`config.mk`:
```
export PLATFORM = sky130hd
export DESIGN_NAME = zynq_bridge_top
export DESIGN_NICKNAME = d
export VERILOG_FILES = /design/src/zynq_bridge_pkg.sv /design/src/mem_req_if.sv /design/src/csr_regs.sv /design/src/host_addr_xlate.sv /design/src/dram_remap.sv /design/src/mem_profiler.sv /design/src/zynq_bridge_top.sv
export SDC_FILE = /design/constraint.sdc
export NUM_CORES = 1
export LEC_CHECK = 0
export BUFFER_PORTS_ARGS = -buffer_cell sky130_fd_sc_hd__buf_2
export CORE_UTILIZATION = 30
export DETAILED_ROUTE_END_ITERATION = 10
export PLACE_DENSITY_LB_ADDON = 0.3
export SLEW_MARGIN = 25
export SYNTH_ARGS = -nofsm -noshare
export SYNTH_HDL_FRONTEND = slang
export SYNTH_SLANG_ARGS = --single-unit
```
`constraint.sdc`:
```
create_clock -name aclk_i -period 4.4 [get_ports aclk_i]
set_clock_uncertainty 0.15 [all_clocks]
set_input_delay 0.88 -clock aclk_i [delete_from_list [all_inputs] [get_ports aclk_i]]
set_output_delay 0.88 -clock aclk_i [all_outputs]
set_load 0.01 [all_outputs]
```
`src/zynq_bridge_pkg.sv`:
```
`default_nettype none

package zynq_bridge_pkg;

   // host, device and host DRAM addresses all share one width
   localparam int unsigned ADDR_W = 32;
   localparam int unsigned DATA_W = 32;
   localparam int unsigned STRB_W = DATA_W / 8;

   // cached DRAM starts here in the device address map
   localparam logic [ADDR_W-1:0] DEV_DRAM_BASE = 32'h8000_0000;

   // host window split on the second slave port
   // addresses above the split reach device-local space and lose the split bit
   // addresses at or below it land in cached DRAM and gain the top bit
   localparam logic [ADDR_W-1:0] HOST_WINDOW_SPLIT = 32'h2000_0000;

   // device DRAM offsets at or above this are outside the host allocation
   localparam logic [ADDR_W-1:0] MEM_UPPER_LIMIT = 120 * 1024 * 1024;

   // one profiler bit per 8 MiB region of device memory
   localparam int unsigned PROFILE_REGIONS = 128;
   localparam int unsigned PROFILE_IDX_W = $clog2(PROFILE_REGIONS);
   // region index is device address bits 29 down to 23
   localparam int unsigned PROFILE_LSB = 23;

   localparam int unsigned CSR_ADDR_W = 4;
   typedef logic [CSR_ADDR_W-1:0] csr_addr_t;

   // writable registers
   localparam csr_addr_t CSR_CTRL = 4'd0;
   localparam csr_addr_t CSR_DRAM_ALLOC = 4'd1;
   localparam csr_addr_t CSR_DRAM_BASE = 4'd2;
   // bit zero is the sticky over-limit flag and is cleared by writing one
   localparam csr_addr_t CSR_STATUS = 4'd3;
   // read-only counters and profiler words
   localparam csr_addr_t CSR_REQ_COUNT = 4'd4;
   localparam csr_addr_t CSR_PROFILE0 = 4'd5;
   localparam csr_addr_t CSR_PROFILE1 = 4'd6;
   localparam csr_addr_t CSR_PROFILE2 = 4'd7;
   localparam csr_addr_t CSR_PROFILE3 = 4'd8;

   // host write request as it enters through the second slave port
   typedef struct packed {
      logic [ADDR_W-1:0] addr;
      logic [DATA_W-1:0] data;
      logic [STRB_W-1:0] strb;
   } host_wr_req_t;

   // host read request carries only its address
   typedef struct packed {
      logic [ADDR_W-1:0] addr;
   } host_rd_req_t;

endpackage

`default_nettype wire

```
`src/mem_req_if.sv`:
```
`timescale 1ns/1ps
`default_nettype none

// remapped DRAM request leaving the bridge towards host memory
interface mem_req_if;
   import zynq_bridge_pkg::*;

   logic valid;
   logic ready;
   // address already moved into host DRAM space
   logic [ADDR_W-1:0] addr;
   // original device address, kept for the profiler
   logic [ADDR_W-1:0] dev_addr;
   logic we;

   // the remap stage owns the request side
   modport source (
      output valid,
      output addr,
      output dev_addr,
      output we,
      input ready
   );

   // passive observer that only counts transfers
   modport monitor (
      input valid,
      input ready,
      input addr,
      input dev_addr,
      input we
   );

endinterface

`default_nettype wire

```
`src/csr_regs.sv`:
```
`timescale 1ns/1ps
`default_nettype none

module csr_regs (
   input wire aclk_i,
   input wire arst_n_i,
   input wire csr_we_i,
   input wire zynq_bridge_pkg::csr_addr_t csr_waddr_i,
   input wire [zynq_bridge_pkg::DATA_W-1:0] csr_wdata_i,
   input wire csr_re_i,
   input wire zynq_bridge_pkg::csr_addr_t csr_raddr_i,
   output logic [zynq_bridge_pkg::DATA_W-1:0] csr_rdata_o,
   output logic csr_rvalid_o,
   input wire over_limit_i,
   input wire [zynq_bridge_pkg::PROFILE_REGIONS-1:0] profile_i,
   input wire [zynq_bridge_pkg::DATA_W-1:0] req_count_i,
   output logic [zynq_bridge_pkg::ADDR_W-1:0] dram_base_o,
   output logic dram_alloc_o,
   output logic dev_reset_o
);
   import zynq_bridge_pkg::*;

   logic [DATA_W-1:0] ctrl_q;
   logic alloc_q;
   logic [ADDR_W-1:0] base_q;
   logic status_q;
   logic [DATA_W-1:0] rdata_q;
   logic rvalid_q;
   logic dev_reset_q;
   logic [DATA_W-1:0] rdata_d;

   // software side writes, visible the cycle after the strobe
   always_ff @(posedge aclk_i or negedge arst_n_i)
   begin
      if (!arst_n_i)
      begin
         ctrl_q <= '0;
         alloc_q <= 1'b0;
         base_q <= '0;
      end
      else if (csr_we_i)
      begin
         case (csr_waddr_i)
            CSR_CTRL: ctrl_q <= csr_wdata_i;
            CSR_DRAM_ALLOC: alloc_q <= csr_wdata_i[0];
            CSR_DRAM_BASE: base_q <= ADDR_W'(csr_wdata_i);
            default: ;
         endcase
      end
   end

   // sticky over-limit flag
   // a new pulse wins over a clear in the same cycle so no event is lost
   always_ff @(posedge aclk_i or negedge arst_n_i)
   begin
      if (!arst_n_i)
         status_q <= 1'b0;
      else if (over_limit_i)
         status_q <= 1'b1;
      else if (csr_we_i && csr_waddr_i == CSR_STATUS && csr_wdata_i[0])
         status_q <= 1'b0;
   end

   // device stays in reset until software sets the run bit
   // clearing it again restarts the device without a bitstream reload
   always_ff @(posedge aclk_i or negedge arst_n_i)
   begin
      if (!arst_n_i)
         dev_reset_q <= 1'b1;
      else
         dev_reset_q <= ~ctrl_q[0];
   end

   // read mux picks stored registers or live counters by index
   always_comb
   begin
      rdata_d = '0;
      case (csr_raddr_i)
         CSR_CTRL: rdata_d = ctrl_q;
         CSR_DRAM_ALLOC: rdata_d = DATA_W'(alloc_q);
         CSR_DRAM_BASE: rdata_d = DATA_W'(base_q);
         CSR_STATUS: rdata_d = DATA_W'(status_q);
         CSR_REQ_COUNT: rdata_d = req_count_i;
         CSR_PROFILE0: rdata_d = profile_i[0*DATA_W +: DATA_W];
         CSR_PROFILE1: rdata_d = profile_i[1*DATA_W +: DATA_W];
         CSR_PROFILE2: rdata_d = profile_i[2*DATA_W +: DATA_W];
         CSR_PROFILE3: rdata_d = profile_i[3*DATA_W +: DATA_W];
         default: rdata_d = '0;
      endcase
   end

   // read data returns one cycle after the read strobe
   always_ff @(posedge aclk_i or negedge arst_n_i)
   begin
      if (!arst_n_i)
      begin
         rvalid_q <= 1'b0;
         rdata_q <= '0;
      end
      else
      begin
         rvalid_q <= csr_re_i;
         if (csr_re_i)
            rdata_q <= rdata_d;
      end
   end

   assign csr_rdata_o = rdata_q;
   assign csr_rvalid_o = rvalid_q;
   assign dram_base_o = base_q;
   assign dram_alloc_o = alloc_q;
   assign dev_reset_o = dev_reset_q;

   // every read strobe gets exactly one response on the next cycle and no other
   a_rvalid_follows_re: assert property (
      @(posedge aclk_i) disable iff (!arst_n_i)
      csr_re_i |=> csr_rvalid_o
   );
   a_rvalid_only_after_re: assert property (
      @(posedge aclk_i) disable iff (!arst_n_i)
      !csr_re_i |=> !csr_rvalid_o
   );

endmodule

`default_nettype wire

```
`src/host_addr_xlate.sv`:
```
`timescale 1ns/1ps
`default_nettype none

module host_addr_xlate #(
   parameter type req_t = zynq_bridge_pkg::host_rd_req_t
) (
   input wire aclk_i,
   input wire arst_n_i,
   input wire in_valid_i,
   output logic in_ready_o,
   input wire req_t in_req_i,
   output logic out_valid_o,
   input wire out_ready_i,
   output req_t out_req_o
);
   import zynq_bridge_pkg::*;

   logic out_valid_q;
   req_t out_req_q;
   req_t xlate_req;
   logic [ADDR_W-1:0] win_offset;

   // window rule on the host address
   // the upper window maps to device-local space by dropping the split bit
   // everything else is cached DRAM so the top bit is set
   always_comb
   begin
      xlate_req = in_req_i;
      win_offset = DEV_DRAM_BASE;
      if (in_req_i.addr > HOST_WINDOW_SPLIT)
         win_offset = HOST_WINDOW_SPLIT;
      xlate_req.addr = in_req_i.addr ^ win_offset;
   end

   // take a new item when the slot is empty or is being drained this cycle
   assign in_ready_o = ~out_valid_q | out_ready_i;

   always_ff @(posedge aclk_i or negedge arst_n_i)
   begin
      if (!arst_n_i)
      begin
         out_valid_q <= 1'b0;
         out_req_q <= '0;
      end
      else if (in_ready_o)
      begin
         out_valid_q <= in_valid_i;
         if (in_valid_i)
            out_req_q <= xlate_req;
      end
   end

   assign out_valid_o = out_valid_q;
   assign out_req_o = out_req_q;

   // a stalled item holds its payload and stays offered
   a_out_stable: assert property (
      @(posedge aclk_i) disable iff (!arst_n_i)
      out_valid_o && !out_ready_i |=> out_valid_o && $stable(out_req_o)
   );

endmodule

`default_nettype wire

```
`src/dram_remap.sv`:
```
`timescale 1ns/1ps
`default_nettype none

module dram_remap (
   input wire aclk_i,
   input wire arst_n_i,
   input wire dev_reset_i,
   input wire dram_alloc_i,
   input wire [zynq_bridge_pkg::ADDR_W-1:0] dram_base_i,
   input wire in_valid_i,
   output logic in_ready_o,
   input wire [zynq_bridge_pkg::ADDR_W-1:0] in_addr_i,
   input wire in_we_i,
   mem_req_if.source req,
   output logic over_limit_o
);
   import zynq_bridge_pkg::*;

   logic out_valid_q;
   logic [ADDR_W-1:0] addr_q;
   logic [ADDR_W-1:0] dev_addr_q;
   logic we_q;
   logic over_limit_q;
   logic [ADDR_W-1:0] dram_offset;
   logic accept;

   // offset inside device DRAM is the address without its top bit
   assign dram_offset = in_addr_i & ~DEV_DRAM_BASE;

   // nothing enters until host DRAM is allocated and the device is running
   // otherwise the usual rule of an empty or draining slot applies
   assign in_ready_o = dram_alloc_i & ~dev_reset_i & (~out_valid_q | req.ready);
   assign accept = in_valid_i & in_ready_o;

   // control state, flushed by device reset as well as the bridge reset
   always_ff @(posedge aclk_i or negedge arst_n_i)
   begin
      if (!arst_n_i)
      begin
         out_valid_q <= 1'b0;
         over_limit_q <= 1'b0;
      end
      else if (dev_reset_i)
      begin
         out_valid_q <= 1'b0;
         over_limit_q <= 1'b0;
      end
      else
      begin
         if (~out_valid_q | req.ready)
            out_valid_q <= accept;
         // one-cycle pulse for each accepted request beyond the allocation
         over_limit_q <= accept && (dram_offset >= MEM_UPPER_LIMIT);
      end
   end

   // remapped address is the offset rebased onto the allocated host DRAM
   always_ff @(posedge aclk_i or negedge arst_n_i)
   begin
      if (!arst_n_i)
      begin
         addr_q <= '0;
         dev_addr_q <= '0;
         we_q <= 1'b0;
      end
      else if (accept)
      begin
         addr_q <= dram_offset + dram_base_i;
         dev_addr_q <= in_addr_i;
         we_q <= in_we_i;
      end
   end

   assign req.valid = out_valid_q;
   assign req.addr = addr_q;
   assign req.dev_addr = dev_addr_q;
   assign req.we = we_q;
   assign over_limit_o = over_limit_q;

   // host DRAM never sees traffic unless software has allocated it
   a_no_xfer_unallocated: assert property (
      @(posedge aclk_i) disable iff (!arst_n_i)
      req.valid && req.ready |-> dram_alloc_i
   );

endmodule

`default_nettype wire

```
`src/mem_profiler.sv`:
```
`timescale 1ns/1ps
`default_nettype none

module mem_profiler (
   input wire aclk_i,
   input wire arst_n_i,
   input wire dev_reset_i,
   mem_req_if.monitor mon,
   output logic [zynq_bridge_pkg::PROFILE_REGIONS-1:0] profile_o,
   output logic [zynq_bridge_pkg::DATA_W-1:0] req_count_o
);
   import zynq_bridge_pkg::*;

   logic [PROFILE_REGIONS-1:0] profile_q;
   logic [DATA_W-1:0] count_q;
   logic [PROFILE_IDX_W-1:0] region;
   logic xfer;

   // a request counts only on the cycle it actually transfers
   assign xfer = mon.valid & mon.ready;

   // region index comes from the device address, not the remapped one,
   // so the bitmap shows the device view of memory use
   assign region = mon.dev_addr[PROFILE_LSB +: PROFILE_IDX_W];

   // bitmap only ever gains bits until the next run starts
   always_ff @(posedge aclk_i or negedge arst_n_i)
   begin
      if (!arst_n_i)
      begin
         profile_q <= '0;
         count_q <= '0;
      end
      else if (dev_reset_i)
      begin
         profile_q <= '0;
         count_q <= '0;
      end
      else if (xfer)
      begin
         profile_q[region] <= 1'b1;
         count_q <= count_q + 1'b1;
      end
   end

   assign profile_o = profile_q;
   assign req_count_o = count_q;

endmodule

`default_nettype wire

```
`src/zynq_bridge_top.sv`:
```
`timescale 1ns/1ps
`default_nettype none

module zynq_bridge_top (
   input wire aclk_i,
   input wire arst_n_i,
   // register port from the shell
   input wire csr_we_i,
   input wire zynq_bridge_pkg::csr_addr_t csr_waddr_i,
   input wire [zynq_bridge_pkg::DATA_W-1:0] csr_wdata_i,
   input wire csr_re_i,
   input wire zynq_bridge_pkg::csr_addr_t csr_raddr_i,
   output logic [zynq_bridge_pkg::DATA_W-1:0] csr_rdata_o,
   output logic csr_rvalid_o,
   // host writes through the second slave port
   input wire host_wr_valid_i,
   output logic host_wr_ready_o,
   input wire [zynq_bridge_pkg::ADDR_W-1:0] host_wr_addr_i,
   input wire [zynq_bridge_pkg::DATA_W-1:0] host_wr_data_i,
   input wire [zynq_bridge_pkg::STRB_W-1:0] host_wr_strb_i,
   output logic dev_wr_valid_o,
   input wire dev_wr_ready_i,
   output logic [zynq_bridge_pkg::ADDR_W-1:0] dev_wr_addr_o,
   output logic [zynq_bridge_pkg::DATA_W-1:0] dev_wr_data_o,
   output logic [zynq_bridge_pkg::STRB_W-1:0] dev_wr_strb_o,
   // host reads through the second slave port
   input wire host_rd_valid_i,
   output logic host_rd_ready_o,
   input wire [zynq_bridge_pkg::ADDR_W-1:0] host_rd_addr_i,
   output logic dev_rd_valid_o,
   input wire dev_rd_ready_i,
   output logic [zynq_bridge_pkg::ADDR_W-1:0] dev_rd_addr_o,
   // device memory requests and their remapped form
   input wire mem_req_valid_i,
   output logic mem_req_ready_o,
   input wire [zynq_bridge_pkg::ADDR_W-1:0] mem_req_addr_i,
   input wire mem_req_we_i,
   output logic dram_valid_o,
   input wire dram_ready_i,
   output logic [zynq_bridge_pkg::ADDR_W-1:0] dram_addr_o,
   output logic dram_we_o,
   output logic dev_reset_o
);
   import zynq_bridge_pkg::*;

   host_wr_req_t host_wr_req;
   host_wr_req_t dev_wr_req;
   host_rd_req_t host_rd_req;
   host_rd_req_t dev_rd_req;
   logic [ADDR_W-1:0] dram_base;
   logic dram_alloc;
   logic dev_reset;
   logic over_limit;
   logic [PROFILE_REGIONS-1:0] profile;
   logic [DATA_W-1:0] req_count;

   mem_req_if dram_req ();

   csr_regs u_csr_regs (
      .aclk_i(aclk_i),
      .arst_n_i(arst_n_i),
      .csr_we_i(csr_we_i),
      .csr_waddr_i(csr_waddr_i),
      .csr_wdata_i(csr_wdata_i),
      .csr_re_i(csr_re_i),
      .csr_raddr_i(csr_raddr_i),
      .csr_rdata_o(csr_rdata_o),
      .csr_rvalid_o(csr_rvalid_o),
      .over_limit_i(over_limit),
      .profile_i(profile),
      .req_count_i(req_count),
      .dram_base_o(dram_base),
      .dram_alloc_o(dram_alloc),
      .dev_reset_o(dev_reset)
   );

   // host write path, data and strobes ride along untouched
   assign host_wr_req = '{addr: host_wr_addr_i, data: host_wr_data_i, strb: host_wr_strb_i};

   host_addr_xlate #(.req_t(host_wr_req_t)) u_wr_xlate (
      .aclk_i(aclk_i),
      .arst_n_i(arst_n_i),
      .in_valid_i(host_wr_valid_i),
      .in_ready_o(host_wr_ready_o),
      .in_req_i(host_wr_req),
      .out_valid_o(dev_wr_valid_o),
      .out_ready_i(dev_wr_ready_i),
      .out_req_o(dev_wr_req)
   );

   assign dev_wr_addr_o = dev_wr_req.addr;
   assign dev_wr_data_o = dev_wr_req.data;
   assign dev_wr_strb_o = dev_wr_req.strb;

   // host read path shares the same stage with an address-only payload
   assign host_rd_req = '{addr: host_rd_addr_i};

   host_addr_xlate #(.req_t(host_rd_req_t)) u_rd_xlate (
      .aclk_i(aclk_i),
      .arst_n_i(arst_n_i),
      .in_valid_i(host_rd_valid_i),
      .in_ready_o(host_rd_ready_o),
      .in_req_i(host_rd_req),
      .out_valid_o(dev_rd_valid_o),
      .out_ready_i(dev_rd_ready_i),
      .out_req_o(dev_rd_req)
   );

   assign dev_rd_addr_o = dev_rd_req.addr;

   // device DRAM traffic is remapped and watched by the profiler
   dram_remap u_dram_remap (
      .aclk_i(aclk_i),
      .arst_n_i(arst_n_i),
      .dev_reset_i(dev_reset),
      .dram_alloc_i(dram_alloc),
      .dram_base_i(dram_base),
      .in_valid_i(mem_req_valid_i),
      .in_ready_o(mem_req_ready_o),
      .in_addr_i(mem_req_addr_i),
      .in_we_i(mem_req_we_i),
      .req(dram_req.source),
      .over_limit_o(over_limit)
   );

   mem_profiler u_mem_profiler (
      .aclk_i(aclk_i),
      .arst_n_i(arst_n_i),
      .dev_reset_i(dev_reset),
      .mon(dram_req.monitor),
      .profile_o(profile),
      .req_count_o(req_count)
   );

   assign dram_req.ready = dram_ready_i;
   assign dram_valid_o = dram_req.valid;
   assign dram_addr_o = dram_req.addr;
   assign dram_we_o = dram_req.we;
   assign dev_reset_o = dev_reset;

endmodule

`default_nettype wire

```
**Word-level counts from Yosys, hierarchy flattened**

Cells that the tools add are included.

- Logic and storage cells: 81
- Output and inout port bits: 173
- Register bits after elaboration: 427
- Input bits: 183

- Muxes and demuxes: 14
- Bitwise logic cells: 15
- Reductions and logical operators: 14
- Add/subtract/negate cells: 2
- Order comparisons: 5
- Equal/unequal tests: 11

Operators with widths:

| kind | number |
|---|---|
| $pmux 32 s9 | 1 |
| $mux 128 | 2 |
| $mux 32 | 4 |
| $or 128x128->128 | 1 |
| $gt 32x30->1 const B | 2 |
| $xor 32x32->32 | 2 |
| $add 31x32->32 | 1 |
| $add 32x1->32 const B | 1 |
| $ge 31x27->1 const B | 1 |
| $eq 4x2->1 const B | 4 |
| $eq 4x3->1 const B | 4 |
| $reduce_and 2->1 | 5 |
| $eq 4x1->1 const B | 2 |
| $logic_not 4->1 | 2 |
| $lt 7x8->1 const B | 1 |
| $demux 1 s7 | 1 |
| $ge 7x1->1 const B | 1 |
| $mux 1 | 6 |
| $reduce_bool 2->1 | 3 |
| $not 1->1 | 5 |
| $and 1x1->1 | 4 |
| $eq 4x4->1 const B | 1 |
| $logic_and 1x1->1 | 4 |
| $or 1x1->1 | 3 |

**Longest topological paths before layout**

- Depth after elaboration: 7
- Depth in mapped cells: 10
- Mapped depth without buffers: 10

**By module**

Synthesis repeated with hierarchy kept, for this count alone.

- Cells, all modules: 1913
- Area total of the unflattened synthesis: 20055.5 um^2

By module, submodules not included:

| module | cells an instance | instances | area an instance (um^2) | seq. area each (um^2) |
|---|---|---|---|---|
| mem_profiler | 633 | 1 | 6418.7 | 4003.8 |
| csr_regs | 461 | 1 | 5445.2 | 2503.7 |
| dram_remap | 493 | 1 | 4192.8 | 1676.6 |
| host_addr_xlate at u_wr_xlate | 239 | 1 | 2666.3 | 1726.7 |
| host_addr_xlate at u_rd_xlate | 87 | 1 | 1332.5 | 825.8 |

**Worst setup path before layout**

OpenSTA, ideal clock, no wires.

- Path type: input to register
- Start point: input mem_req_addr_i[0] (netlist name)
- End point: register u_dram_remap.addr_q[28], in the netlist u_dram_remap.req.addr[28]
- Library setup time: 0.147 ns
- Path slack: 1.156 ns
- Required time: 4.103 ns
- Data arrival time: 2.947 ns
- Buffers on the path: 0
- Stages on the path: 10
- Cells stage by stage: ha_1 > fa_1 > a21oi_1 > o21ai_1 > a21oi_1 > o21ai_0 > a311o_1 > a31oi_1 > mux2i_1 > o311ai_0

- Longest elaborated chain between the ends: 1

Ends and longest elaborated chain:

| element | line | source |
|---|---|---|
| start, declared | zynq_bridge_top.sv:36 | `input wire [zynq_bridge_pkg::ADDR_W-1:0] mem_req_addr_i,` |
| $add 31x32->32 | dram_remap.sv:68 | `addr_q <= dram_offset + dram_base_i;` |
| end signal, assigned | dram_remap.sv:68 |  |
| end, declared | dram_remap.sv:20 | `logic [ADDR_W-1:0] addr_q;` |

Every way passes these cells.
A chain may end at the register's enable or synchronous reset.

**Worst setup path in the final report**

- Start point: register u_csr_regs.base_q[0], in the netlist u_csr_regs.dram_base_o[0]
- End point: register u_dram_remap.addr_q[22], in the netlist u_dram_remap.req.addr[22]

- Longest elaborated chain between the ends: 1

Ends and longest elaborated chain:

| element | line | source |
|---|---|---|
| start, declared | csr_regs.sv:25 | `logic [ADDR_W-1:0] base_q;` |
| start signal, assigned | csr_regs.sv:46 | `CSR_DRAM_BASE: base_q <= ADDR_W'(csr_wdata_i);` |
| $add 31x32->32 | dram_remap.sv:68 |  |

Every way passes these cells.

==> key figures <==
Floorplan
  – Row count: 89
  – Die width: 248 um
  – Core area: 59,400 um2
  – Effective utilization at floorplan: 30.6%
  – Die area: 61,500 um2
  – Die Y: 248 um
  – I/O pin total: 356

Pwr
  – Clock network power share: 35.4%
  – Power consumption: 11.1 mW
  – Pleak: 10.1 nW
  – Sw frac: 32.0%
  – Part of the power in combinational logic: 22.2%
  – Int Power: 7.54 mW
  – Pwr dens: 493 nW/um2
  – Sequential share of power: 42.3%
  – Net Switching: 3.54 mW
  – Max IR drop VDD: 0.304 mV

Layout
  – ANT cells: 0
  – Final Core Density: 37.9%
  – Layout cells sized above 1: 32.0%
  – Final nets: 2,224
  – Area grow syn2layout: 24.0%

Routing
  – Routed vias: 14,500
  – Vias per inst: 5.15
  – Final wirelength: 56.8 mm
  – DR WL/cell: 20.2 um
  – Detail Route Antenna Nets: 0
  – DR iter-0 viols: 1,341
  – DRT Pass-1 Iters: 6
  – Drt drc: 0

Status
  – Status: completed

Timing
  – Final Max Slew Viols: 0
  – Setup violators final: 0
  – Achievable Freq: 292 MHz
  – Minimum clock period: 3.42 ns
  – Final worst slack: 0.975 ns
  – Slew at the pin closest to its max-slew limit: 1.11 ns
  – Unrepaired setup endpoints after global routing: no
  – Final worst path period share: 77.8%
  – Max_slew headroom: 25.7%
  – Hold Vio Cnt, Final: 0
  – Final hold slack: 0.254 ns
  – Setup TNS: 0 ns

Synth
  – Synth Net Count: 1,876
  – Post-Syn Instances: 1,660
  – Post-synthesis sequential area ratio: 55.7%
  – Synth cell count leaders: dfrtp_1, nor2_1, a21oi_1, mux2_2, nand2_1
  – Distinct cells, synth: 68
  – Syn_area_per_cell: 10.9 um2
  – Synth async-reset ratio: 100%
  – Synthesis-stage register bit count: 404
  – Leading area contributor after synthesis: dfrtp_1
  – Synth Flop Type: dfrtp_1
  – Synth area leaders: dfrtp_1, mux2_2, a21oi_1, nor2_1, a22oi_1
  – Top-count cell post-synth: dfrtp_1
  – Syn Std Cell Area: 18,100 um2
  – Yosys top cell area share: 55.6%
  – Post-synth EDFFs: 0
  – Syn. warnings: 0

Placed design
  – Pre-CTS WS: 0.462 ns
  – Placer Congestion: 0.892
  – DP HPWL: 40.9 mm
  – # port buffers: 354

Clock network
  – Hold_buf cts: 1
  – Sink Count: 404
  – H-tree levels: 2
  – Worst-path clk slew: 0.06 ns
  – Clock root buffer: clkbuf_16
  – TritonCTS clock tree: done
  – Post-CTS resize count: 0
  – Worst-Skew Late Latency: 0.60 ns
  – Cts bufs inserted: 46
  – Post-CTS Setup Inserts: 0
  – CTS max path bufs: 3

Worst hold path
  – Hold Path Class: register to register

GRT
  – Largest net degree at the start of global routing: 114
  – Vias in the first global route: 14,400
  – Initial antenna violation count: 2
  – Total GRT Usage: 17.9%
  – GRT overflow: 0
  – First-pass GRT wire length: 85.1 mm

Worst setup path
  – CP Capture Type: register
  – Worst EP arrival: 3.73 ns
  – Worst path required time: 4.71 ns
  – CP Max Fanout: 5
  – CP startpoint kind: register
  – Critical path class: register to register

Run
  – Maximum capacitance violations: 0
[placed cells by master (no fill, tap or decap), drive strengths merged, types with 26 or more instances in the layout]
| cell | netlist | layout |
|---|---|---|
| mux2 | 161 | 161 |
| o21ai | 52 | 52 |
| a21oi | 167 | 167 |
| a222oi | 33 | 33 |
| ha | 32 | 32 |
| nand2 | 105 | 105 |
| dfrtp | 403 | 403 |
| clkbuf | 67 | 67 |
| nor3 | 31 | 31 |
| xor2 | 26 | 26 |
| nor2 | 202 | 202 |
| inv | 43 | 45 |
| and3 | 39 | 39 |
| a22oi | 63 | 63 |
| o22ai | 32 | 32 |
| buf | 16 | 382 |
[area by class of cell]
| type | instances | area [um2] |
|---|---|---|
| inverters | 43 | 161 |
| flip-flops and latches | 404 | 10100 |
| repair buffers | 383 | 2040 |
| clock inverters | 16 | 228 |
| fillers | 5839 | 36900 |
| clock buffers | 67 | 1320 |
| multi-input cells | 1130 | 7670 |
| well taps | 773 | 967 |
[kinds of logic (layout without fill, tap and decap cells)]
| group | Yosys count | in the layout | share of synthesized area [%] |
|---|---|---|---|
| buffers and inverters | 126 | 509 | 2.72 |
| adder cells (fa/ha/maj) | 33 | 33 | 2.32 |
| multiplexers | 162 | 162 | 10.0 |
| AO/OA/AOI/OAI | 403 | 403 | 14.4 |
| AND/OR/NAND/NOR | 481 | 481 | 12.3 |
| flip-flops | 404 | 404 | 55.7 |
| XOR/XNOR | 51 | 51 | 2.46 |
[metal layers]
metal / track usage (%) / share of wire (%) / vias up
met2: 28.5 / 48 / 435
met1: 24.3 / 43 / 7277
met3: 3.20 / 6.2 / 90
li1: - / - / 6686
met5: 0 / 0.023 / -
met4: 6.39 / 2.9 / 2
[flip-flops by register name (all words and copies together), names as in the netlist, 7 cells and up]
| signal | count |
|---|---|
| u_csr_regs.dram_base_o | 32 |
| u_csr_regs.ctrl_q | 32 |
| u_dram_remap.req.dev_addr | 7 |
| u_rd_xlate.out_req_o | 32 |
| u_dram_remap.req.addr | 32 |
| u_mem_profiler.profile_o | 128 |
| u_wr_xlate.out_req_o | 68 |
| u_mem_profiler.req_count_o | 32 |
| u_csr_regs.csr_rdata_o | 32 |
[power groups by stage]
stage                     logic, mW  registers [mW]  clock network, mW
final                          2.47            4.69               3.93
after global routing           2.70            4.76               4.19
after CTS                      2.47            4.68               4.04
after detailed placement       2.45            4.74                  0
after global placement         2.41            4.71                  0
after floorplan                1.40            4.69                  0
[stage by stage]
step	std cells	cell area [um2]
after floorplan	1660	18100
after global placement	2732	20900
after detailed placement	2732	20900
after CTS	2816	22500
after global routing	2816	22500
final	2816	22500
[worst paths after layout]
| kind | start | end | slack [ns] | cells past startpoint |
|---|---|---|---|---|
| min in group asynchronous | arst_n_i | u_dram_remap.req.addr[5]$_DFFE_PN0P_ | 0.63 | 2 |
| hold reg to reg | u_csr_regs.ctrl_q[0]$_DFFE_PN0P_ | u_csr_regs.dev_reset_o$_DFF_PN1_ | 0.25 | 1 |
| setup / recovery | u_csr_regs.dram_base_o[0]$_DFFE_PN0P_ | u_dram_remap.req.addr[22]$_DFFE_PN0P_ | 0.98 | 10 |
| max in group asynchronous | arst_n_i | u_csr_regs.ctrl_q[1]$_DFFE_PN0P_ | 2.45 | 3 |
| hold / removal | u_csr_regs.ctrl_q[0]$_DFFE_PN0P_ | u_csr_regs.dev_reset_o$_DFF_PN1_ | 0.25 | 1 |
| setup reg to reg | u_csr_regs.dram_base_o[0]$_DFFE_PN0P_ | u_dram_remap.req.addr[22]$_DFFE_PN0P_ | 0.98 | 10 |
[worst max-delay path, cell delays in order, from the launching register on]
cell and delay [ns]:
dfrtp_1 0.44, ha_1 0.36, fa_1 0.46, a21oi_1 0.21, o21ai_1 0.16, a211oi_1 0.31, o31a_1 0.27, o21ai_1 0.16
a221oi_2 0.50, xor2_1 0.17, o21ai_0 0.08
(Power assumes the default switching activity.)
